$ cat config.mk
export PLATFORM = sky130hd
export DESIGN_NAME = eth_top
export DESIGN_NICKNAME = d
export VERILOG_FILES = /design/src/eth_ctrl_pkg.sv /design/src/eth_frame_pkg.sv /design/src/eth_crc32.sv /design/src/eth_field_counter.sv /design/src/eth_rx_parser.sv /design/src/eth_top.sv /design/src/eth_tx_datapath.sv /design/src/eth_tx_fsm.sv
export SDC_FILE = /design/constraint.sdc
export NUM_CORES = 1
export LEC_CHECK = 0
export ABC_CLOCK_PERIOD_IN_PS = 10000
export BUFFER_PORTS_ARGS = -buffer_cell sky130_fd_sc_hd__clkbuf_2
export CAP_MARGIN = 25
export CORE_MARGIN = 2
export CORE_UTILIZATION = 50
export DETAILED_ROUTE_END_ITERATION = 8
export GPL_ROUTABILITY_DRIVEN = 1
export PLACE_DENSITY = 0.71
export SKIP_LAST_GASP = 1
export SLEW_MARGIN = 30
export SYNTH_ARGS = -nofsm -noshare
export SYNTH_HDL_FRONTEND = slang
export SYNTH_HIERARCHICAL = 1
export SYNTH_SLANG_ARGS = --single-unit
$ cat constraint.sdc
create_clock -name i_sys_clk -period 10 [get_ports i_sys_clk]
set_input_delay 1 -clock i_sys_clk [delete_from_list [all_inputs] [get_ports i_sys_clk]]
set_output_delay 1 -clock i_sys_clk [all_outputs]
set_load 0.005 [all_outputs]
$ cat src/eth_ctrl_pkg.sv
`default_nettype none

package eth_ctrl_pkg;

	typedef logic [15:0] len_t;    // byte counts and field indices
	typedef logic [31:0] word_t;   // user data word, big endian

	// transmit fields, in wire order
	typedef enum logic [3:0] {
		TX_IDLE,
		TX_PREAMBLE,
		TX_SFD,
		TX_ETH_HDR,
		TX_IP_HDR,
		TX_UDP_HDR,
		TX_PAYLOAD,
		TX_PAD,       // skipped for payloads of 18 bytes and up
		TX_FCS,
		TX_GAP        // inter-frame gap, starts are ignored here
	} tx_state_t;

	// receive parser states
	typedef enum logic [2:0] {
		RX_HUNT,      // waiting for sfd
		RX_ETH_HDR,
		RX_IP_HDR,
		RX_UDP_HDR,
		RX_PAYLOAD,
		RX_TAIL,      // pad and fcs
		RX_DROP       // filtered, wait for end of frame
	} rx_state_t;

	localparam int IFG_LEN     = 12;
	localparam int MAX_PAYLOAD = 1472;   // 1500 byte mtu less ip and udp headers

endpackage

`default_nettype wire

$ cat src/eth_frame_pkg.sv
`default_nettype none

package eth_frame_pkg;

	// ########################################
	// field types on the wire
	typedef logic [7:0]  byte_t;   // one gmii byte
	typedef logic [47:0] mac_t;    // msb goes out first
	typedef logic [31:0] ip_t;

	// ########################################
	// frame layout, all lengths in bytes
	localparam int PREAMBLE_LEN = 7;       // 0x55 bytes ahead of the sfd
	localparam int ETH_HDR_LEN  = 14;      // dest mac, src mac, ethertype
	localparam int IP_HDR_LEN   = 20;      // no options
	localparam int UDP_HDR_LEN  = 8;
	localparam int MIN_PAYLOAD  = 18;      // udp payload that fills a 46 byte ip packet
	localparam int FCS_LEN      = 4;

	localparam byte_t PREAMBLE_BYTE = 8'h55;
	localparam byte_t SFD_BYTE      = 8'hd5;

	// header constants
	localparam logic [15:0] ETHERTYPE_IPV4 = 16'h0800;
	localparam byte_t       IP_VER_IHL     = 8'h45;     // v4, 5 words
	localparam logic [15:0] IP_FLAGS       = 16'h4000;  // dont fragment
	localparam byte_t       IP_TTL         = 8'h40;
	localparam byte_t       IP_PROTO_UDP   = 8'd17;
	localparam logic [15:0] UDP_PORT       = 16'h1234;  // same port both ways

	// ########################################
	// reflected crc-32, lsb first on the wire
	localparam logic [31:0] CRC_INIT    = 32'hffff_ffff;
	localparam logic [31:0] CRC_POLY    = 32'hedb8_8320;
	localparam logic [31:0] CRC_RESIDUE = 32'hdebb_20e3;  // register value after a good fcs

endpackage

`default_nettype wire

$ cat src/eth_crc32.sv
`timescale 1ns/1ps
`default_nettype none

module eth_crc32 (
	input  wire                  i_sys_clk,
	input  wire                  i_reset_n,
	input  wire                  i_init,    // wins over i_en
	input  wire                  i_en,
	input  wire eth_frame_pkg::byte_t i_data,
	output logic [31:0]          o_crc
);

	logic [31:0] crc_next;

	// one byte per cycle, bit 0 first
	always_comb begin
		crc_next = o_crc;
		for (int b = 0; b < 8; b++) begin
			if (crc_next[0] ^ i_data[b]) begin
				crc_next = (crc_next >> 1) ^ eth_frame_pkg::CRC_POLY;
			end else begin
				crc_next = crc_next >> 1;
			end
		end
	end

	always_ff @(posedge i_sys_clk) begin
		if (!i_reset_n) begin
			o_crc <= eth_frame_pkg::CRC_INIT;
		end else if (i_init) begin
			o_crc <= eth_frame_pkg::CRC_INIT;
		end else if (i_en) begin
			o_crc <= crc_next;   // no final xor here, tx inverts on output
		end
	end

endmodule

`default_nettype wire

$ cat src/eth_field_counter.sv
`timescale 1ns/1ps
`default_nettype none

module eth_field_counter (
	input  wire                      i_sys_clk,
	input  wire                      i_reset_n,
	input  wire                      i_load,    // first byte of a new field next cycle
	input  wire eth_ctrl_pkg::len_t  i_len,     // field length, at least 1
	output eth_ctrl_pkg::len_t       o_index,
	output logic                     o_last
);

	eth_ctrl_pkg::len_t last_idx;   // index of the final byte

	// ########################################
	// one counter times every field and the gap
	always_ff @(posedge i_sys_clk) begin
		if (!i_reset_n) begin
			o_index  <= '0;
			last_idx <= '0;
		end else if (i_load) begin
			o_index  <= '0;
			last_idx <= i_len - 1'b1;
		end else begin
			o_index <= o_index + 1'b1;   // free runs in idle, nobody looks
		end
	end

	assign o_last = (o_index == last_idx);

endmodule

`default_nettype wire

$ cat src/eth_rx_parser.sv
`timescale 1ns/1ps
`default_nettype none

module eth_rx_parser (
	input  wire                       i_sys_clk,
	input  wire                       i_reset_n,
	input  wire                       i_gmii_rxen,
	input  wire eth_frame_pkg::byte_t i_gmii_rxdat,
	input  wire eth_frame_pkg::mac_t  i_local_mac,
	input  wire eth_frame_pkg::ip_t   i_local_ip,
	output logic                      o_rxd_wr_en,
	output eth_ctrl_pkg::word_t       o_rxd_wr_data,
	output eth_ctrl_pkg::len_t        o_rxd_wr_byte_num,
	output logic                      o_rxd_pkt_done,
	output logic                      o_rxd_pkt_err
);

	eth_ctrl_pkg::rx_state_t state;
	eth_ctrl_pkg::len_t      idx;        // byte index within the field
	eth_frame_pkg::byte_t    len_hi;     // udp length, upper byte
	eth_ctrl_pkg::word_t     next_word;
	logic [31:0]             crc;
	logic                    hdr_ok;
	logic                    crc_en;
	logic                    pay_last;

	assign crc_en = i_gmii_rxen && (state != eth_ctrl_pkg::RX_HUNT)
		&& (state != eth_ctrl_pkg::RX_DROP);

	eth_crc32 u_crc (
		.i_sys_clk (i_sys_clk),
		.i_reset_n (i_reset_n),
		.i_init    (state == eth_ctrl_pkg::RX_HUNT),
		.i_en      (crc_en),
		.i_data    (i_gmii_rxdat),
		.o_crc     (crc)
	);

	// ########################################
	// header filter, byte by byte
	always_comb begin
		hdr_ok = 1'b1;
		if (state == eth_ctrl_pkg::RX_ETH_HDR) begin
			if (idx < 16'd6) hdr_ok = (i_gmii_rxdat == i_local_mac[8 * (5 - int'(idx)) +: 8]);
			if (idx == 16'd12) hdr_ok = (i_gmii_rxdat == eth_frame_pkg::ETHERTYPE_IPV4[15:8]);
			if (idx == 16'd13) hdr_ok = (i_gmii_rxdat == eth_frame_pkg::ETHERTYPE_IPV4[7:0]);
		end else if (state == eth_ctrl_pkg::RX_IP_HDR) begin
			if (idx == 16'd0) hdr_ok = (i_gmii_rxdat == eth_frame_pkg::IP_VER_IHL);   // no options
			if (idx == 16'd9) hdr_ok = (i_gmii_rxdat == eth_frame_pkg::IP_PROTO_UDP);
			if (idx >= 16'd16) hdr_ok = (i_gmii_rxdat == i_local_ip[8 * (19 - int'(idx)) +: 8]);
		end
	end

	// big endian packing, a new word starts zero filled
	assign next_word = ((idx[1:0] == 2'd0) ? 32'h0 : o_rxd_wr_data)
		| ({i_gmii_rxdat, 24'h0} >> {idx[1:0], 3'b000});
	assign pay_last = (idx == o_rxd_wr_byte_num - 1'b1);

	always_ff @(posedge i_sys_clk) begin
		if (!i_reset_n) begin
			state          <= eth_ctrl_pkg::RX_HUNT;
			idx            <= '0;
			o_rxd_wr_en    <= 1'b0;
			o_rxd_pkt_done <= 1'b0;
			o_rxd_pkt_err  <= 1'b0;
		end else begin
			o_rxd_wr_en    <= 1'b0;
			o_rxd_pkt_done <= 1'b0;
			o_rxd_pkt_err  <= 1'b0;
			idx            <= idx + 1'b1;
			if (!i_gmii_rxen) begin
				// end of frame, only filtered frames report
				if (state == eth_ctrl_pkg::RX_PAYLOAD || state == eth_ctrl_pkg::RX_TAIL) begin
					o_rxd_pkt_done <= (crc == eth_frame_pkg::CRC_RESIDUE);
					o_rxd_pkt_err  <= (crc != eth_frame_pkg::CRC_RESIDUE);
				end
				state <= eth_ctrl_pkg::RX_HUNT;
			end else begin
				case (state)
					eth_ctrl_pkg::RX_HUNT: begin
						if (i_gmii_rxdat == eth_frame_pkg::SFD_BYTE) begin
							state <= eth_ctrl_pkg::RX_ETH_HDR;
							idx   <= '0;
						end
					end
					eth_ctrl_pkg::RX_ETH_HDR: begin
						if (!hdr_ok) begin
							state <= eth_ctrl_pkg::RX_DROP;
						end else if (idx == 16'(eth_frame_pkg::ETH_HDR_LEN - 1)) begin
							state <= eth_ctrl_pkg::RX_IP_HDR;
							idx   <= '0;
						end
					end
					eth_ctrl_pkg::RX_IP_HDR: begin
						if (!hdr_ok) begin
							state <= eth_ctrl_pkg::RX_DROP;
						end else if (idx == 16'(eth_frame_pkg::IP_HDR_LEN - 1)) begin
							state <= eth_ctrl_pkg::RX_UDP_HDR;
							idx   <= '0;
						end
					end
					eth_ctrl_pkg::RX_UDP_HDR: begin
						if (idx == 16'(eth_frame_pkg::UDP_HDR_LEN - 1)) begin
							state <= (o_rxd_wr_byte_num == '0) ? eth_ctrl_pkg::RX_TAIL
								: eth_ctrl_pkg::RX_PAYLOAD;
							idx   <= '0;
						end
					end
					eth_ctrl_pkg::RX_PAYLOAD: begin
						if (idx[1:0] == 2'd3 || pay_last) o_rxd_wr_en <= 1'b1;   // full or final word
						if (pay_last) state <= eth_ctrl_pkg::RX_TAIL;   // rest is pad and fcs
					end
					default: ;   // tail, drop: wait for rxen to fall
				endcase
			end
		end
	end

	// udp length and payload word, no reset needed
	always_ff @(posedge i_sys_clk) begin
		if (state == eth_ctrl_pkg::RX_UDP_HDR && idx == 16'd4) len_hi <= i_gmii_rxdat;
		if (state == eth_ctrl_pkg::RX_UDP_HDR && idx == 16'd5) begin
			o_rxd_wr_byte_num <= {len_hi, i_gmii_rxdat} - 16'(eth_frame_pkg::UDP_HDR_LEN);
		end
		if (state == eth_ctrl_pkg::RX_PAYLOAD) o_rxd_wr_data <= next_word;
	end

endmodule

`default_nettype wire

$ cat src/eth_top.sv
`timescale 1ns/1ps
`default_nettype none

module eth_top (
	input  wire                       i_sys_clk,
	input  wire                       i_reset_n,
	// gmii
	input  wire                       i_gmii_rxen,
	input  wire eth_frame_pkg::byte_t i_gmii_rxdat,
	output logic                      o_gmii_txen,
	output eth_frame_pkg::byte_t      o_gmii_txdat,
	// addresses, held static
	input  wire eth_frame_pkg::mac_t  i_local_mac,
	input  wire eth_frame_pkg::ip_t   i_local_ip,
	input  wire eth_frame_pkg::mac_t  i_dest_mac,
	input  wire eth_frame_pkg::ip_t   i_dest_ip,
	// user transmit side
	input  wire                       i_tx_start_en,
	input  wire eth_ctrl_pkg::len_t   i_tx_byte_num,
	input  wire eth_ctrl_pkg::word_t  i_tx_data,
	output logic                      o_tx_data_req,
	output logic                      o_tx_data_done,
	// user receive side
	output logic                      o_rxd_wr_en,
	output eth_ctrl_pkg::word_t       o_rxd_wr_data,
	output eth_ctrl_pkg::len_t        o_rxd_wr_byte_num,
	output logic                      o_rxd_pkt_done,
	output logic                      o_rxd_pkt_err
);

	eth_ctrl_pkg::tx_state_t tx_state;
	logic                    field_first;
	logic                    field_last;
	logic                    cnt_load;
	eth_ctrl_pkg::len_t      cnt_len;
	eth_ctrl_pkg::len_t      field_index;
	eth_ctrl_pkg::len_t      pay_len;

	// ########################################
	// transmit path
	eth_tx_fsm u_tx_fsm (
		.i_sys_clk      (i_sys_clk),
		.i_reset_n      (i_reset_n),
		.i_tx_start_en  (i_tx_start_en),
		.i_tx_byte_num  (i_tx_byte_num),
		.i_field_last   (field_last),
		.i_field_index  (field_index),
		.o_state        (tx_state),
		.o_field_first  (field_first),
		.o_cnt_load     (cnt_load),
		.o_cnt_len      (cnt_len),
		.o_pay_len      (pay_len),
		.o_tx_data_req  (o_tx_data_req),
		.o_tx_data_done (o_tx_data_done)
	);

	eth_field_counter u_field_cnt (
		.i_sys_clk (i_sys_clk),
		.i_reset_n (i_reset_n),
		.i_load    (cnt_load),
		.i_len     (cnt_len),
		.o_index   (field_index),
		.o_last    (field_last)
	);

	eth_tx_datapath u_tx_dp (
		.i_sys_clk     (i_sys_clk),
		.i_reset_n     (i_reset_n),
		.i_state       (tx_state),
		.i_field_first (field_first),
		.i_field_index (field_index),
		.i_pay_len     (pay_len),
		.i_tx_data     (i_tx_data),
		.i_local_mac   (i_local_mac),
		.i_dest_mac    (i_dest_mac),
		.i_local_ip    (i_local_ip),
		.i_dest_ip     (i_dest_ip),
		.o_gmii_txen   (o_gmii_txen),
		.o_gmii_txdat  (o_gmii_txdat)
	);

	// ########################################
	// receive path
	eth_rx_parser u_rx (
		.i_sys_clk         (i_sys_clk),
		.i_reset_n         (i_reset_n),
		.i_gmii_rxen       (i_gmii_rxen),
		.i_gmii_rxdat      (i_gmii_rxdat),
		.i_local_mac       (i_local_mac),
		.i_local_ip        (i_local_ip),
		.o_rxd_wr_en       (o_rxd_wr_en),
		.o_rxd_wr_data     (o_rxd_wr_data),
		.o_rxd_wr_byte_num (o_rxd_wr_byte_num),
		.o_rxd_pkt_done    (o_rxd_pkt_done),
		.o_rxd_pkt_err     (o_rxd_pkt_err)
	);

endmodule

`default_nettype wire

$ cat src/eth_tx_datapath.sv
`timescale 1ns/1ps
`default_nettype none

module eth_tx_datapath (
	input  wire                          i_sys_clk,
	input  wire                          i_reset_n,
	input  wire eth_ctrl_pkg::tx_state_t i_state,
	input  wire                          i_field_first,
	input  wire eth_ctrl_pkg::len_t      i_field_index,
	input  wire eth_ctrl_pkg::len_t      i_pay_len,
	input  wire eth_ctrl_pkg::word_t     i_tx_data,
	input  wire eth_frame_pkg::mac_t     i_local_mac,
	input  wire eth_frame_pkg::mac_t     i_dest_mac,
	input  wire eth_frame_pkg::ip_t      i_local_ip,
	input  wire eth_frame_pkg::ip_t      i_dest_ip,
	output logic                         o_gmii_txen,
	output eth_frame_pkg::byte_t         o_gmii_txdat
);

	eth_ctrl_pkg::len_t   ip_len;      // ip total length
	eth_ctrl_pkg::len_t   udp_len;
	logic [31:0]          csum_sum;
	logic [31:0]          csum_fold;
	logic [15:0]          ip_csum;
	logic [111:0]         eth_hdr;
	logic [159:0]         ip_hdr;
	logic [63:0]          udp_hdr;
	eth_ctrl_pkg::word_t  pay_sr;      // current payload word, msb byte next
	eth_frame_pkg::byte_t tx_byte;
	logic [31:0]          crc;
	logic                 crc_en;
	logic                 load_word;

	assign udp_len = i_pay_len + 16'(eth_frame_pkg::UDP_HDR_LEN);
	assign ip_len  = udp_len + 16'(eth_frame_pkg::IP_HDR_LEN);

	// ########################################
	// ip header checksum, ones complement
	assign csum_sum = {eth_frame_pkg::IP_VER_IHL, 8'h00} + ip_len + eth_frame_pkg::IP_FLAGS
		+ {eth_frame_pkg::IP_TTL, eth_frame_pkg::IP_PROTO_UDP}
		+ i_local_ip[31:16] + i_local_ip[15:0] + i_dest_ip[31:16] + i_dest_ip[15:0];
	assign csum_fold = csum_sum[15:0] + csum_sum[31:16];   // id field is zero

	always_ff @(posedge i_sys_clk) begin
		if (i_state == eth_ctrl_pkg::TX_IP_HDR && i_field_first) begin
			ip_csum <= ~(csum_fold[15:0] + csum_fold[31:16]);   // needed from byte 10
		end
	end

	assign eth_hdr = {i_dest_mac, i_local_mac, eth_frame_pkg::ETHERTYPE_IPV4};
	assign ip_hdr  = {eth_frame_pkg::IP_VER_IHL, 8'h00, ip_len, 16'h0000,
		eth_frame_pkg::IP_FLAGS, eth_frame_pkg::IP_TTL, eth_frame_pkg::IP_PROTO_UDP,
		ip_csum, i_local_ip, i_dest_ip};
	assign udp_hdr = {eth_frame_pkg::UDP_PORT, eth_frame_pkg::UDP_PORT, udp_len, 16'h0000};

	// word arrives on the last udp header byte and every fourth payload byte
	assign load_word =
		((i_state == eth_ctrl_pkg::TX_UDP_HDR)
			&& (i_field_index == 16'(eth_frame_pkg::UDP_HDR_LEN - 1)))
		|| ((i_state == eth_ctrl_pkg::TX_PAYLOAD) && (i_field_index[1:0] == 2'd3));

	always_ff @(posedge i_sys_clk) begin
		if (load_word) begin
			pay_sr <= i_tx_data;
		end else if (i_state == eth_ctrl_pkg::TX_PAYLOAD) begin
			pay_sr <= {pay_sr[23:0], 8'h00};
		end
	end

	// ########################################
	// byte select
	always_comb begin
		case (i_state)
			eth_ctrl_pkg::TX_PREAMBLE: tx_byte = eth_frame_pkg::PREAMBLE_BYTE;
			eth_ctrl_pkg::TX_SFD:      tx_byte = eth_frame_pkg::SFD_BYTE;
			eth_ctrl_pkg::TX_ETH_HDR:  tx_byte = eth_hdr[8 * (13 - int'(i_field_index)) +: 8];
			eth_ctrl_pkg::TX_IP_HDR:   tx_byte = ip_hdr[8 * (19 - int'(i_field_index)) +: 8];
			eth_ctrl_pkg::TX_UDP_HDR:  tx_byte = udp_hdr[8 * (7 - int'(i_field_index)) +: 8];
			eth_ctrl_pkg::TX_PAYLOAD:  tx_byte = pay_sr[31:24];
			eth_ctrl_pkg::TX_FCS:      tx_byte = ~crc[8 * int'(i_field_index[1:0]) +: 8];   // low byte first
			default:                   tx_byte = 8'h00;   // pad, idle, gap
		endcase
	end

	// fcs covers ethernet header through pad
	assign crc_en = i_state inside {eth_ctrl_pkg::TX_ETH_HDR, eth_ctrl_pkg::TX_IP_HDR,
		eth_ctrl_pkg::TX_UDP_HDR, eth_ctrl_pkg::TX_PAYLOAD, eth_ctrl_pkg::TX_PAD};

	eth_crc32 u_crc (
		.i_sys_clk (i_sys_clk),
		.i_reset_n (i_reset_n),
		.i_init    (i_state == eth_ctrl_pkg::TX_SFD),
		.i_en      (crc_en),
		.i_data    (tx_byte),
		.o_crc     (crc)
	);

	always_ff @(posedge i_sys_clk) begin
		if (!i_reset_n) begin
			o_gmii_txen <= 1'b0;
		end else begin
			o_gmii_txen <= (i_state != eth_ctrl_pkg::TX_IDLE) && (i_state != eth_ctrl_pkg::TX_GAP);
		end
		o_gmii_txdat <= tx_byte;
	end

endmodule

`default_nettype wire

$ cat src/eth_tx_fsm.sv
`timescale 1ns/1ps
`default_nettype none

module eth_tx_fsm (
	input  wire                         i_sys_clk,
	input  wire                         i_reset_n,
	input  wire                         i_tx_start_en,
	input  wire eth_ctrl_pkg::len_t     i_tx_byte_num,
	input  wire                         i_field_last,
	input  wire eth_ctrl_pkg::len_t     i_field_index,
	output eth_ctrl_pkg::tx_state_t     o_state,
	output logic                        o_field_first,
	output logic                        o_cnt_load,
	output eth_ctrl_pkg::len_t          o_cnt_len,
	output eth_ctrl_pkg::len_t          o_pay_len,
	output logic                        o_tx_data_req,
	output logic                        o_tx_data_done
);

	eth_ctrl_pkg::tx_state_t state_next;   // field after the current one
	logic start_ok;
	logic req_next;

	// zero and oversize lengths are not a frame
	assign start_ok = i_tx_start_en && (i_tx_byte_num != '0)
		&& (i_tx_byte_num <= 16'(eth_ctrl_pkg::MAX_PAYLOAD));

	// ########################################
	// field order and lengths
	always_comb begin
		state_next = eth_ctrl_pkg::TX_IDLE;
		o_cnt_len  = '0;
		case (o_state)
			eth_ctrl_pkg::TX_IDLE: begin
				state_next = eth_ctrl_pkg::TX_PREAMBLE;
				o_cnt_len  = 16'(eth_frame_pkg::PREAMBLE_LEN);
			end
			eth_ctrl_pkg::TX_PREAMBLE: begin
				state_next = eth_ctrl_pkg::TX_SFD;
				o_cnt_len  = 16'd1;   // single sfd byte
			end
			eth_ctrl_pkg::TX_SFD: begin
				state_next = eth_ctrl_pkg::TX_ETH_HDR;
				o_cnt_len  = 16'(eth_frame_pkg::ETH_HDR_LEN);
			end
			eth_ctrl_pkg::TX_ETH_HDR: begin
				state_next = eth_ctrl_pkg::TX_IP_HDR;
				o_cnt_len  = 16'(eth_frame_pkg::IP_HDR_LEN);
			end
			eth_ctrl_pkg::TX_IP_HDR: begin
				state_next = eth_ctrl_pkg::TX_UDP_HDR;
				o_cnt_len  = 16'(eth_frame_pkg::UDP_HDR_LEN);
			end
			eth_ctrl_pkg::TX_UDP_HDR: begin
				state_next = eth_ctrl_pkg::TX_PAYLOAD;
				o_cnt_len  = o_pay_len;
			end
			eth_ctrl_pkg::TX_PAYLOAD: begin
				if (o_pay_len < 16'(eth_frame_pkg::MIN_PAYLOAD)) begin
					state_next = eth_ctrl_pkg::TX_PAD;   // short frame, fill to 46
					o_cnt_len  = 16'(eth_frame_pkg::MIN_PAYLOAD) - o_pay_len;
				end else begin
					state_next = eth_ctrl_pkg::TX_FCS;
					o_cnt_len  = 16'(eth_frame_pkg::FCS_LEN);
				end
			end
			eth_ctrl_pkg::TX_PAD: begin
				state_next = eth_ctrl_pkg::TX_FCS;
				o_cnt_len  = 16'(eth_frame_pkg::FCS_LEN);
			end
			eth_ctrl_pkg::TX_FCS: begin
				state_next = eth_ctrl_pkg::TX_GAP;
				o_cnt_len  = 16'(eth_ctrl_pkg::IFG_LEN);
			end
			default: state_next = eth_ctrl_pkg::TX_IDLE;   // end of gap
		endcase
	end

	assign o_cnt_load = (o_state == eth_ctrl_pkg::TX_IDLE) ? start_ok : i_field_last;

	// word fetch lands 2 cycles later, one byte before it is shifted out
	assign req_next =
		((o_state == eth_ctrl_pkg::TX_UDP_HDR)
			&& (i_field_index == 16'(eth_frame_pkg::UDP_HDR_LEN - 3)))
		|| ((o_state == eth_ctrl_pkg::TX_PAYLOAD) && (i_field_index[1:0] == 2'd1)
			&& (i_field_index + 16'd3 < o_pay_len));   // another word still to go

	always_ff @(posedge i_sys_clk) begin
		if (!i_reset_n) begin
			o_state        <= eth_ctrl_pkg::TX_IDLE;
			o_field_first  <= 1'b0;
			o_pay_len      <= '0;
			o_tx_data_req  <= 1'b0;
			o_tx_data_done <= 1'b0;
		end else begin
			if (o_cnt_load) o_state <= state_next;
			if (o_state == eth_ctrl_pkg::TX_IDLE && start_ok) o_pay_len <= i_tx_byte_num;
			o_field_first  <= o_cnt_load;
			o_tx_data_req  <= req_next;
			// txen falls as the gap starts, done follows a cycle later
			o_tx_data_done <= (o_state == eth_ctrl_pkg::TX_GAP) && (i_field_index == 16'd1);
		end
	end

endmodule

`default_nettype wire

After elaboration in Yosys (flattened, before gate mapping)
Index checks and enable logic that the tools add are counted.
{"block": "totals", "regBits": 254, "inputBits": 220, "out_inout_bits": 62}
{"block": "op_classes", "addsub": 23, "order_cmp": 5, "n_eq_ne": 44, "shifts": 7, "mux": 51, "n_bitwise": 37, "reduce_logical": 38}
{"operator": "$mux 32", "count": 19}
{"operator": "$not 13->14", "count": 16}
{"operator": "$shiftx 160x32->8", "count": 1}
{"operator": "$pmux 16 s9", "count": 1}
{"operator": "$add 32x16->32", "count": 4}
{"operator": "$mux 16", "count": 8}
{"operator": "$shiftx 112x32->8", "count": 1}
{"operator": "$eq 16x3->1 const B", "count": 5}
{"operator": "$add 32x15->32 const B", "count": 2}
{"operator": "$pmux 16 s4", "count": 1}
{"operator": "$shiftx 64x32->8", "count": 1}
{"operator": "$pmux 8 s7", "count": 1}
{"operator": "$eq 16x4->1 const B", "count": 3}
{"operator": "$shiftx 48x32->8", "count": 1}
{"operator": "$pmux 4 s9", "count": 1}
{"operator": "$sub 3x16->17 const A", "count": 2}
{"operator": "$sub 5x16->17 const A", "count": 2}
{"operator": "$add 16x1->16 const B", "count": 2}
{"operator": "$eq 16x16->1", "count": 2}
{"operator": "$eq 32x32->1 const B", "count": 1}
{"operator": "$logic_not 16->1", "count": 2}
{"operator": "$ne 32x32->1 const B", "count": 1}
{"operator": "$or 32x32->32", "count": 1}
{"operator": "$shiftx 32x32->8", "count": 1}
{"operator": "60 further kinds", "count": 126}

Logic depth before layout (Yosys ltp)
Gate-level depths: netlist of run 1.
{"block": "logic_depth", "word_depth": 20, "ltp_mapped": 37, "mapped_depth_nobuf": 35}

Cells and area by module
Netlist of run 1, hierarchy kept.
{"mod": "eth_tx_datapath", "instances": 1, "cells_per_inst": 824, "area_each_um2": 8042.7}
{"mod": "eth_rx_parser", "instances": 1, "cells_per_inst": 579, "area_each_um2": 5385.2}
{"mod": "eth_crc32", "instances": 2, "cells_per_inst": 179, "area_each_um2": 1985.7}
{"mod": "eth_tx_fsm", "instances": 1, "cells_per_inst": 293, "area_each_um2": 2277.2}
{"mod": "eth_field_counter", "instances": 1, "cells_per_inst": 191, "area_each_um2": 1664.1}

Least setup slack after synthesis of run 1
No wires, ideal clock.
{"block": "synth_timing", "kind": "input to register", "from": "in i_local_ip[1]", "to": "reg u_tx_dp.ip_csum[14] (data pin)", "setup_time_ns": 0.262, "arrival_ns": 7.538, "path_slack_ns": 2.200, "path_stages": 30, "cell_sequence": "fa_1 -> fa_1 -> inv_1 -> fa_1 -> inv_1 -> ha_1 -> fa_1 -> a21o_1 -> a22o_1 -> a311oi_2 -> o21bai_1 -> a21oi_1 -> o21ai_0 -> a31oi_1 -> o21bai_1 -> xor2_1 -> fa_1 -> a21o_1 -> o211ai_1 -> nor4_2 -> nand4_1 -> nor4_1 -> ha_1 -> nand2_1 -> nor2b_1 -> and3_1 -> a21boi_2 -> nand2_2 -> a211oi_1 -> xnor2_1"}
{"block": "synth_via", "elab_chain_cells": 6}
{"item": "start, declared", "line_no": "eth_top.sv:14", "text": "input wire eth_frame_pkg::ip_t i_local_ip,"}
{"item": "$add 32x16->32 (3 in series)", "line_no": "eth_tx_datapath.sv:41", "text": "+ i_local_ip[31:16] + i_local_ip[15:0] + i_dest_ip[31:16] + i_dest_ip[15:0];"}
{"item": "$add 16x16->17", "line_no": "eth_tx_datapath.sv:42", "text": "assign csum_fold = csum_sum[15:0] + csum_sum[31:16];"}
{"item": "$add 16x16->16", "line_no": "eth_tx_datapath.sv:46", "text": "ip_csum <= ~(csum_fold[15:0] + csum_fold[31:16]);"}
{"item": "$not 16->16", "line_no": "eth_tx_datapath.sv:46"}
{"item": "end signal, assigned", "line_no": "eth_tx_datapath.sv:46"}
{"item": "end, declared", "line_no": "eth_tx_datapath.sv:24", "text": "logic [15:0] ip_csum;"}
Every way passes these cells.
A chain may end at the register's enable or synchronous reset.

Worst setup path in the final report of run 1
{"block": "layout_timing", "from": "reg u_tx_fsm.o_pay_len[3]", "to": "reg u_tx_dp.ip_csum[14] (data pin)"}
{"block": "layout_via", "elab_chain_cells": 12}
{"item": "start, declared", "line_no": "eth_tx_fsm.sv:15", "text": "output eth_ctrl_pkg::len_t o_pay_len,"}
{"item": "start signal, assigned", "line_no": "eth_tx_fsm.sv:97", "text": "if (o_state == eth_ctrl_pkg::TX_IDLE && start_ok) o_pay_len <= i_tx_byte_num;"}
{"item": "$add 16x4->16", "line_no": "eth_tx_datapath.sv:34", "text": "assign udp_len = i_pay_len + 16'(eth_frame_pkg::UDP_HDR_LEN);"}
{"item": "$add 16x5->16", "line_no": "eth_tx_datapath.sv:35", "text": "assign ip_len = udp_len + 16'(eth_frame_pkg::IP_HDR_LEN);"}
{"item": "$add 15x16->17", "line_no": "eth_tx_datapath.sv:39", "text": "assign csum_sum = {eth_frame_pkg::IP_VER_IHL, 8'h00} + ip_len + eth_frame_pkg::IP_FLAGS"}
{"item": "$add 32x15->32", "line_no": "eth_tx_datapath.sv:39"}
{"item": "$add 32x15->32", "line_no": "eth_tx_datapath.sv:40", "text": "+ {eth_frame_pkg::IP_TTL, eth_frame_pkg::IP_PROTO_UDP}"}
{"item": "$add 32x16->32 (4 in series)", "line_no": "eth_tx_datapath.sv:41"}
{"item": "$add 16x16->17", "line_no": "eth_tx_datapath.sv:42"}
{"item": "$add 16x16->16", "line_no": "eth_tx_datapath.sv:46"}
{"item": "$not 16->16", "line_no": "eth_tx_datapath.sv:46"}
Every way passes these cells.

==> qor.tcl, run 1 <==
set qor(post_synth_main_area_contributors) {sky130_fd_sc_hd__edfxtp_1 15%, sky130_fd_sc_hd__dfxtp_1 14%, sky130_fd_sc_hd__xnor2_1 6.9%, sky130_fd_sc_hd__mux4_2 4.6%, sky130_fd_sc_hd__fa_1 4.6%}
set qor(die-area_mm2) 0.0444
set qor(total_leakage_power_nw) 9.74
set qor(pin_count_of_the_biggest_net_entering_global_routing) 60
set qor(drt_drc_violations_left) 0
set qor(design_area_mm2) 0.0241
set qor(relSlewSlack_pct) 35.1
set qor(cap_viol_max_count) 0
set qor(cts_buffers) 29
set qor(clk_pin_slew_ns) 0.06
set qor(dr.pass1.iters) 6
set qor(multi_input_area_mm2) 0.0142
set qor(crit_arrival_ns) 9.07
set qor(start_util_pct) 50.8
set qor(clock-skew-final_ns) 0.0160
set qor(drt_total_wl_mm) 68.3
set qor(synthMostInstantiatedCell) {sky130_fd_sc_hd__xnor2_1}
set qor(areaGrowthSynthToFinish_pct) 12.7
set qor(yosys-top-cells-count) {169 x sky130_fd_sc_hd__xnor2_1, 157 x sky130_fd_sc_hd__nor2_1, 150 x sky130_fd_sc_hd__dfxtp_1, 150 x sky130_fd_sc_hd__nand2_1, 125 x sky130_fd_sc_hd__inv_1}
set qor(cp.required_ns) 10.32
set qor(setup.worst_path.end_class) {flop}
set qor(grt.overflow.total) 0
set qor(worst_hold_path_type) {reg -> reg}
set qor(syn_inst) 2245
set qor(critical_path.startpoint) {u_tx_fsm/o_pay_len[3]$_SDFFE_PN0P_}
set qor(num-fill-cells) 3679
set qor(final_max_slew_viol_count) 0
set qor(h-tree-depth) 1
set qor(startpoint_type) {flop}
set qor(syn-num-nets) 2585
set qor(grt_pass1_wl_mm) 104
set qor(avgSynthCellArea_um2) 9.51
set qor(ff_latch_area_mm2) 0.00613
set qor(timing.rr.start) {u_tx_fsm/o_pay_len[3]$_SDFFE_PN0P_}
set qor(netlist_area_mm2) 0.0213
set qor(core_region_area_mm2) 0.0420
set qor(wl_per_cell_um) 22.6
set qor(initial_antenna_violation_count) 1
set qor(first_global_vias) 18300
set qor(hp-start) {u_field_cnt/last_idx[3]$_SDFFE_PN0P_}
set qor(gp_weighted_congestion) 0.971
set qor(route.antenna.remaining_nets) 0
set qor(ys_types) 119
set qor(fin_crit_sh_pct) 87.5
set qor(worstPathMaxFanout) 15
set qor(hpwlAfterDp_mm) 51.9
set qor(achievable-frequency_mhz) 114
set qor(unrepaired_setup_endpoints_after_global_routing) {false}
set qor(setup-violations-final) 0
set qor(worst_skew_pair.late_latency_ns) 0.58
set qor(synth_enable_flop_cells) 104
set qor(finalHoldViolCount) 0
set qor(post-synth-top-area-cell) {sky130_fd_sc_hd__edfxtp_1}
set qor(crit_slowest_cell) {sky130_fd_sc_hd__dfxtp_1}
set qor(detailroute.via_count) 18700
set qor(startpoint_to_endpoint_class_of_the_critical_path) {reg -> reg}
set qor(nNetsFinal) 2802
set qor(num_rows) 75
set qor(power_per_cell_area_mw_per_mm2) 158
set qor(postSynth.asyncResetShare_pct) 0
set qor(final.min_clock_period_ns) 8.75
set qor(hold_buffers) 0
set qor(maximum_buffer_depth_of_the_clock_tree) 3
set qor(status) {complete, no violations}
set qor(vdd_ir_drop_max_mv) 0.128
set qor(number_of_primary_i_o_pins) 282
set qor(cts.sink_count) 254
set qor(synth_top_area_share_pct) 14.6
set qor(vias_per_cell) 6.18
set qor(die_width_um) 211
set qor(io_buffers) 281
set qor(sequential_to_total_area_share_from_yosys_stat_pct) 28.7
set qor(drive_gt1_share_pct) 21.0
set qor(worst_slew_pin_slew_ns) 0.973
set qor(cts.repair_timing.setup_buffer_count) 0
set qor(chipHeight_um) 211
set qor(cts_tree) {yes}
set qor(post_cts.resized_instances) 0
set qor(totalNegativeSetupSlack_ns) 0
set qor(yosys_most_used_dff) {sky130_fd_sc_hd__dfxtp_1}
set qor(drt_iter0_markers) 1773
set qor(grt_usage_pct) 30.0
set qor(dpl-instance-area_mm2) 0.0231
set qor(slowest_delay_ns) 0.65
set qor(yosys_register_bits) 254
set qor(clk_root_buffer_cell) {sky130_fd_sc_hd__clkbuf_16}
set qor(yosys_warns) 6
==> worst paths after layout <==
path / end / slack, ns / cells past startpoint
max: u_tx_dp/ip_csum[14]$_DFFE_PP_ / 1.25 / 34
min reg2reg: u_field_cnt/last_idx[3]$_SDFFE_PN0P_ / 0.51 / 1
min: u_field_cnt/last_idx[3]$_SDFFE_PN0P_ / 0.51 / 1
max reg2reg: u_tx_dp/ip_csum[14]$_DFFE_PP_ / 1.25 / 34
==> logic make-up (layout without fill, tap and decap cells) <==
family | after synthesis | after routing | synth area share [%]
and+or+nand+nor | 675 | 675 | 16.6
DFF | 254 | 254 | 28.7
xor gates and xnor gates | 308 | 308 | 16.1
AOI/OAI and AO/OA | 509 | 509 | 15.9
other | 0 | 1 | 0
buffers and inverters | 246 | 486 | 4.90
muxes | 133 | 133 | 9.02
adders and majority gates | 120 | 120 | 8.76
==> per-layer routing <==
| layer | share of wire (%) | wire, µm | global-route usage, % |
|---|---|---|---|
| met5 | 0 | 0 | 0 |
| met4 | 3.9 | 2690 | 12.0 |
| met3 | 7.7 | 5280 | 4.50 |
| met1 | 42 | 28600 | 40.5 |
| met2 | 46 | 31700 | 48.7 |
==> cell type report <==
| type | count | share of cell area, % |
|---|---|---|
| tap | 539 | 2.80 |
| clock inverter | 20 | 0.921 |
| inverter | 125 | 1.95 |
| multi-input combinational | 1745 | 59.0 |
| timing repair buffer | 307 | 6.66 |
| sequential | 254 | 25.5 |
| clock buffer | 34 | 3.18 |
| antenna | 1 | 0.0104 |
==> registers in the layout, indices dropped and copies added (netlist names), 3 cells and up <==
signal and count:
u_rx/o_rxd_wr_byte_num 16, u_rx/u_crc/o_crc 32, u_rx/o_rxd_wr_data 32, u_rx/idx 16, u_field_cnt/o_index 16, u_tx_fsm/o_pay_len 16, u_tx_dp/u_crc/o_crc 32, u_rx/len_hi 8
u_tx_dp/o_gmii_txdat 8, u_rx/state 3, u_tx_dp/pay_sr 32, u_tx_dp/ip_csum 16, u_tx_fsm/o_state 4, u_field_cnt/last_idx 16
==> power breakdown <==
part | leakage [nW] | switching, mW | internal, mW
clock | 0.474 | 0.453 | 0.652
sequential | 2.15 | 0.0145 | 1.12
combinational | 7.12 | 0.963 | 0.613
total | 9.74 | 1.43 | 2.38
==> metrics by stage <==
stage | std cells | utilization [%] | total power, mW | worst slack (ns) | hold slack (ns)
after floorplan | 2245 | - | 2.26 | 2.20 | 0.471
after global placement | 2970 | 54.8 | 2.67 | 1.48 | 0.496
after detailed placement | 2970 | 54.8 | 2.69 | 1.26 | 0.504
after CTS | 3024 | 57.2 | 3.80 | 1.31 | 0.518
after global routing | 3025 | 57.2 | 3.99 | 0.419 | 0.536
final | 3025 | 57.2 | 3.81 | 1.25 | 0.512
==> critical path: cells and delay by family, from the launching register on <==
kind | cells | cell delay [ns]
buffers and inverters | 1 | 0.18
xor gates and xnor gates | 4 | 0.66
adders and majority gates | 5 | 1.69
and+or+nand+nor | 11 | 2.89
AOI/OAI and AO/OA | 13 | 2.42
DFF | 1 | 0.65
==> cell usage in the layout, fill, tap and decap left out, types with 10 or more instances in the layout <==
master,n
sky130_fd_sc_hd__and2_1,16
sky130_fd_sc_hd__o211ai_1,34
sky130_fd_sc_hd__xor2_1,80
sky130_fd_sc_hd__nor3_1,52
sky130_fd_sc_hd__xnor2_2,15
sky130_fd_sc_hd__and3_1,48
sky130_fd_sc_hd__fa_1,49
sky130_fd_sc_hd__a21o_1,10
sky130_fd_sc_hd__a211oi_1,13
sky130_fd_sc_hd__nand4_1,48
sky130_fd_sc_hd__nand2_1,150
sky130_fd_sc_hd__o22ai_1,35
sky130_fd_sc_hd__dfxtp_1,147
sky130_fd_sc_hd__nor4_1,31
sky130_fd_sc_hd__mux4_2,44
sky130_fd_sc_hd__o21ai_1,15
sky130_fd_sc_hd__o21ai_0,120
sky130_fd_sc_hd__nand3_1,52
sky130_fd_sc_hd__o31ai_1,21
sky130_fd_sc_hd__nor2b_1,22
sky130_fd_sc_hd__ha_1,70
sky130_fd_sc_hd__xnor2_1,169
sky130_fd_sc_hd__inv_1,125
sky130_fd_sc_hd__clkbuf_2,281
sky130_fd_sc_hd__clkbuf_16,29
sky130_fd_sc_hd__a31oi_1,25
sky130_fd_sc_hd__a21oi_1,117
sky130_fd_sc_hd__mux2_2,35
sky130_fd_sc_hd__or3_1,11
sky130_fd_sc_hd__edfxtp_1,104
sky130_fd_sc_hd__nor2_1,157
sky130_fd_sc_hd__buf_4,26
sky130_fd_sc_hd__nand2b_1,16
sky130_fd_sc_hd__xnor3_1,30
sky130_fd_sc_hd__mux2i_1,54
Note: power is estimated with default switching activity, not from simulation.
==> run 2: changes to the inputs <==
--- a/config.mk
+++ b/config.mk
@@ -5,6 +5,7 @@
 export SDC_FILE = /design/constraint.sdc
 export NUM_CORES = 1
 export LEC_CHECK = 0
+export ABC_AREA = 1
 export ABC_CLOCK_PERIOD_IN_PS = 10000
 export BUFFER_PORTS_ARGS = -buffer_cell sky130_fd_sc_hd__clkbuf_2
 export CAP_MARGIN = 25
@@ -12,7 +13,7 @@
 export CORE_UTILIZATION = 50
 export DETAILED_ROUTE_END_ITERATION = 8
 export GPL_ROUTABILITY_DRIVEN = 1
-export PLACE_DENSITY = 0.71
+export PLACE_DENSITY = 0.7
 export SKIP_LAST_GASP = 1
 export SLEW_MARGIN = 30
 export SYNTH_ARGS = -nofsm -noshare
==> run 2 against run 1 <==
Compared with the run above: non-clock buffer count down 6; area after synthesis up 7.6%; register-to-register slack better by 0.90 ns; sequential power about the same; utilization down 0.12 points; global-route usage up 1.0 points; routed wire length up 11%; synthesized cell count up 55%; critical path type unchanged; critical endpoint unchanged; largest cell class unchanged.
==> qor.tcl, run 2 <==
set qor(synthMostInstantiatedCell) {sky130_fd_sc_hd__nand2_1}
set qor(post-layout-total-power_mw) 4.08 ;# +7.2%
set qor(grt.overflow.total) 0 ;# unchanged
set qor(cap_viol_max_count) 0 ;# unchanged
set qor(vdd_ir_drop_max_mv) 0.130 ;# +1.7%
set qor(power.share.combinational_pct) 41.4 ;# about the same
set qor(gp_weighted_congestion) 0.978 ;# +0.63%
set qor(design_area_mm2) 0.0259 ;# +7.7%
set qor(achievable-frequency_mhz) 127 ;# +11%
set qor(power_report.internal_total_mw) 2.43 ;# +1.9%
set qor(wl_per_cell_um) 17.5 ;# -22%
set qor(clk_root_buffer_cell) {sky130_fd_sc_hd__clkbuf_16}
set qor(slowest_delay_ns) 0.51 ;# -0.14 ns
set qor(status) {complete, no violations}
set qor(critical_path.startpoint) {u_tx_fsm/o_pay_len[3]$_SDFFE_PN0P_}
set qor(worstReg2RegEnd) {u_tx_dp/ip_csum[14]$_DFFE_PP_}
set qor(dr.pass1.iters) 6 ;# unchanged
set qor(post_cts.resized_instances) 0 ;# unchanged
set qor(setup.worst_path.end_class) {flop}
set qor(netlist_area_mm2) 0.0230 ;# +7.6%
set qor(drt_total_wl_mm) 76.0 ;# +11%
set qor(initial_antenna_violation_count) 2 ;# +1
set qor(grt_usage_pct) 31.1 ;# +1.0 points
set qor(sequential_to_total_area_share_from_yosys_stat_pct) 26.7 ;# -2.0 points
set qor(core_region_area_mm2) 0.0454 ;# +7.9%
set qor(netSwitchingPower_mw) 1.66 ;# +16%
set qor(fin_crit_sh_pct) 78.5 ;# -9.0 points
set qor(drt_iter0_markers) 2178 ;# +23%
set qor(die_width_um) 218 ;# +3.6%
set qor(crit_slowest_cell) {sky130_fd_sc_hd__fa_1}
set qor(yosys_most_used_dff) {sky130_fd_sc_hd__dfxtp_1}
set qor(yosys_warns) 6 ;# unchanged
set qor(maximum_buffer_depth_of_the_clock_tree) 3 ;# unchanged
set qor(unrepaired_setup_endpoints_after_global_routing) {false}
set qor(mostFrequentLayoutCell) {sky130_fd_sc_hd__nand2_1}
set qor(rrSetupSlack_ns) 2.15 ;# +0.90 ns
set qor(drive_gt1_share_pct) 15.7 ;# -5.3 points
set qor(detailroute.via_count) 23900 ;# +28%
set qor(route.antenna.remaining_nets) 0 ;# unchanged
set qor(cts.repair_timing.setup_buffer_count) 0 ;# unchanged
set qor(setup-violations-final) 0 ;# unchanged
set qor(power_switching_share_pct) 40.6 ;# +3.0 points
set qor(chipHeight_um) 218 ;# +3.6%
set qor(cts_tree) {yes}
set qor(cts_buffers) 31 ;# +6.9%
set qor(vias_per_cell) 5.51 ;# -11%
set qor(worst_slew_pin_slew_ns) 0.932 ;# -0.0412 ns
set qor(layout.cells.most_common_list) {970 x sky130_fd_sc_hd__nand2_1, 413 x sky130_fd_sc_hd__inv_1, 333 x sky130_fd_sc_hd__nor2_1, 281 x sky130_fd_sc_hd__clkbuf_2, 271 x sky130_fd_sc_hd__nand3_1}
set qor(crit_arrival_ns) 8.17 ;# -0.90 ns
set qor(first_global_vias) 21800 ;# +19%
set qor(share_seq_of_total_power_pct) 27.8 ;# -1.8 points
set qor(num_rows) 78 ;# +4.0%
set qor(cts.sink_count) 254 ;# unchanged
set qor(relSlewSlack_pct) 37.8 ;# +2.7 points
set qor(clk_pin_slew_ns) 0.07 ;# about the same
set qor(startpoint_type) {flop}
set qor(clock-skew-final_ns) 0.0172 ;# +0.00119 ns
set qor(yosys-top-cells-count) {970 x sky130_fd_sc_hd__nand2_1, 414 x sky130_fd_sc_hd__inv_1, 334 x sky130_fd_sc_hd__nor2_1}
set qor(drt_drc_violations_left) 0 ;# unchanged
set qor(total_leakage_power_nw) 12.2 ;# +25%
set qor(post-synth-top-area-cell) {sky130_fd_sc_hd__nand2_1}
set qor(dpl-instance-area_mm2) 0.0248 ;# +7.5%
set qor(avgSynthCellArea_um2) 6.60 ;# -31%
set qor(hold_buffers) 0 ;# unchanged
set qor(top_layer) {met5}
set qor(number_of_primary_i_o_pins) 282 ;# unchanged
set qor(postSynth.asyncResetShare_pct) 0 ;# unchanged
set qor(pin_count_of_the_biggest_net_entering_global_routing) 68 ;# +13%
set qor(syn_inst) 3477 ;# +55%
set qor(io_buffers) 281 ;# unchanged
set qor(route.met2.wl_mm) 34.4 ;# +8.6%
set qor(totalNegativeSetupSlack_ns) 0 ;# unchanged
set qor(worst_r2r_path_depth) 49 ;# +44%
set qor(cp.required_ns) 10.32 ;# about the same
set qor(met3_wirelength_mm) 6.75 ;# +28%
set qor(finalHoldViolCount) 0 ;# unchanged
set qor(power_per_cell_area_mw_per_mm2) 158 ;# -0.51%
set qor(synth_enable_flop_cells) 104 ;# unchanged
set qor(crit_top_cell) {sky130_fd_sc_hd__nand2_1}
set qor(cp-endpoint) {u_tx_dp/ip_csum[14]$_DFFE_PP_}
set qor(worst_skew_pair.late_latency_ns) 0.59 ;# about the same
set qor(ys_types) 68 ;# -43%
set qor(power.share.clock_pct) 30.8 ;# +1.8 points
set qor(post_synth_main_area_contributors) {sky130_fd_sc_hd__nand2_1 16%, sky130_fd_sc_hd__edfxtp_1 14%, sky130_fd_sc_hd__dfxtp_1 13%, sky130_fd_sc_hd__inv_1 6.8%, sky130_fd_sc_hd__nand3_1 5.9%}
set qor(timing.rr.start) {u_tx_fsm/o_pay_len[3]$_SDFFE_PN0P_}
set qor(wl_met1_mm) 32.2 ;# +13%
set qor(final.min_clock_period_ns) 7.85 ;# -0.902 ns
set qor(grt_pass1_wl_mm) 118 ;# +13%
set qor(syn-num-nets) 3817 ;# +48%
set qor(yosys_register_bits) 254 ;# unchanged
set qor(h-tree-depth) 1 ;# unchanged
set qor(synth_top_area_share_pct) 15.9 ;# +1.2 points
set qor(final_max_slew_viol_count) 0 ;# unchanged
set qor(areaGrowthSynthToFinish_pct) 12.9
set qor(worstPathMaxFanout) 8 ;# -7
set qor(worst_hold_path_type) {reg -> reg}
set qor(nNetsFinal) 4050 ;# +45%
set qor(die-area_mm2) 0.0476 ;# +7.4%
set qor(hpwlAfterDp_mm) 58.1 ;# +12%
set qor(start_util_pct) 50.6 ;# -0.18 points
set qor(startpoint_to_endpoint_class_of_the_critical_path) {reg -> reg}
-- run 2: how the worst min path moves through the flow --
stage	start	end	slack [ns]	cells after the start
global placement	u_tx_dp/u_crc/o_crc[28]$_SDFFE_PP1P_	u_tx_dp/u_crc/o_crc[28]$_SDFFE_PP1P_	0.49	2
global route	u_tx_dp/pay_sr[3]$_SDFFCE_PP0P_	u_tx_dp/pay_sr[11]$_DFFE_PP_	0.52	2
finish	u_tx_dp/u_crc/o_crc[28]$_SDFFE_PP1P_	u_tx_dp/u_crc/o_crc[28]$_SDFFE_PP1P_	0.51	2
detailed placement	u_tx_dp/u_crc/o_crc[28]$_SDFFE_PP1P_	u_tx_dp/u_crc/o_crc[28]$_SDFFE_PP1P_	0.50	2
CTS	u_tx_dp/u_crc/o_crc[28]$_SDFFE_PP1P_	u_tx_dp/u_crc/o_crc[28]$_SDFFE_PP1P_	0.51	2
floorplan	u_tx_dp/u_crc/o_crc[28]$_SDFFE_PP1P_	u_tx_dp/u_crc/o_crc[28]$_SDFFE_PP1P_	0.46	2
-- run 2: layout make-up --
class | instances | area, µm²
flip-flops and latches | 254 | 6130
clock buffers | 35 | 811
clock inverters | 22 | 317
fillers | 4544 | 19500
repair buffers | 301 | 1560
diodes | 2 | 5.00
well taps | 600 | 751
inverters | 459 | 1730
multi-input cells | 2663 | 14600
-- run 2: critical path, delay by kind of cell, from the launching register on --
kind | cells | cell delay [ns]
XOR/XNOR | 3 | 0.61
AND/OR/NAND/NOR | 30 | 3.60
AO/OA/AOI/OAI | 6 | 0.78
adder cells (fa/ha/maj) | 5 | 1.70
flip-flops | 1 | 0.48
buffers and inverters | 5 | 0.41
-- run 2: logic make-up after synthesis --
kind of cell | count (synthesis) | share of synthesized area (%)
AOI/OAI and AO/OA | 541 | 13.6
buffers and inverters | 560 | 9.78
DFF | 254 | 26.7
and+or+nand+nor | 1857 | 36.0
adders and majority gates | 120 | 8.14
xor gates and xnor gates | 145 | 5.79
-- run 2: power by group through the flow --
| stage | Combinational [mW] | Sequential (mW) | Clock, mW |
|---|---|---|---|
| after floorplan | 1.20 | 1.16 | 0 |
| after global placement | 1.64 | 1.16 | 0 |
| after detailed placement | 1.65 | 1.16 | 0 |
| after CTS | 1.66 | 1.13 | 1.27 |
| after global routing | 1.88 | 1.14 | 1.32 |
| final | 1.69 | 1.13 | 1.26 |
-- run 2: metrics by stage --
stage          utilization (%)  cells  hold WS, ns  setup WS (ns)
2_1_floorplan                -   3477        0.460           2.96
3_3_place_gp              54.6   4277        0.490           2.40
3_5_place_dp              54.6   4277        0.496           2.16
4_1_cts                   57.1   4334        0.507           2.26
5_1_grt                   57.1   4334        0.525           1.40
6_report                  57.1   4336        0.510           2.15
-- run 2: per-layer routing --
| layer | GRT usage [%] | vias up |
|---|---|---|
| met5 | 0 | - |
| met4 | 10.9 | 2 |
| met3 | 5.36 | 153 |
| met2 | 50.5 | 1081 |
| met1 | 41.6 | 10900 |
| li1 | - | 11700 |
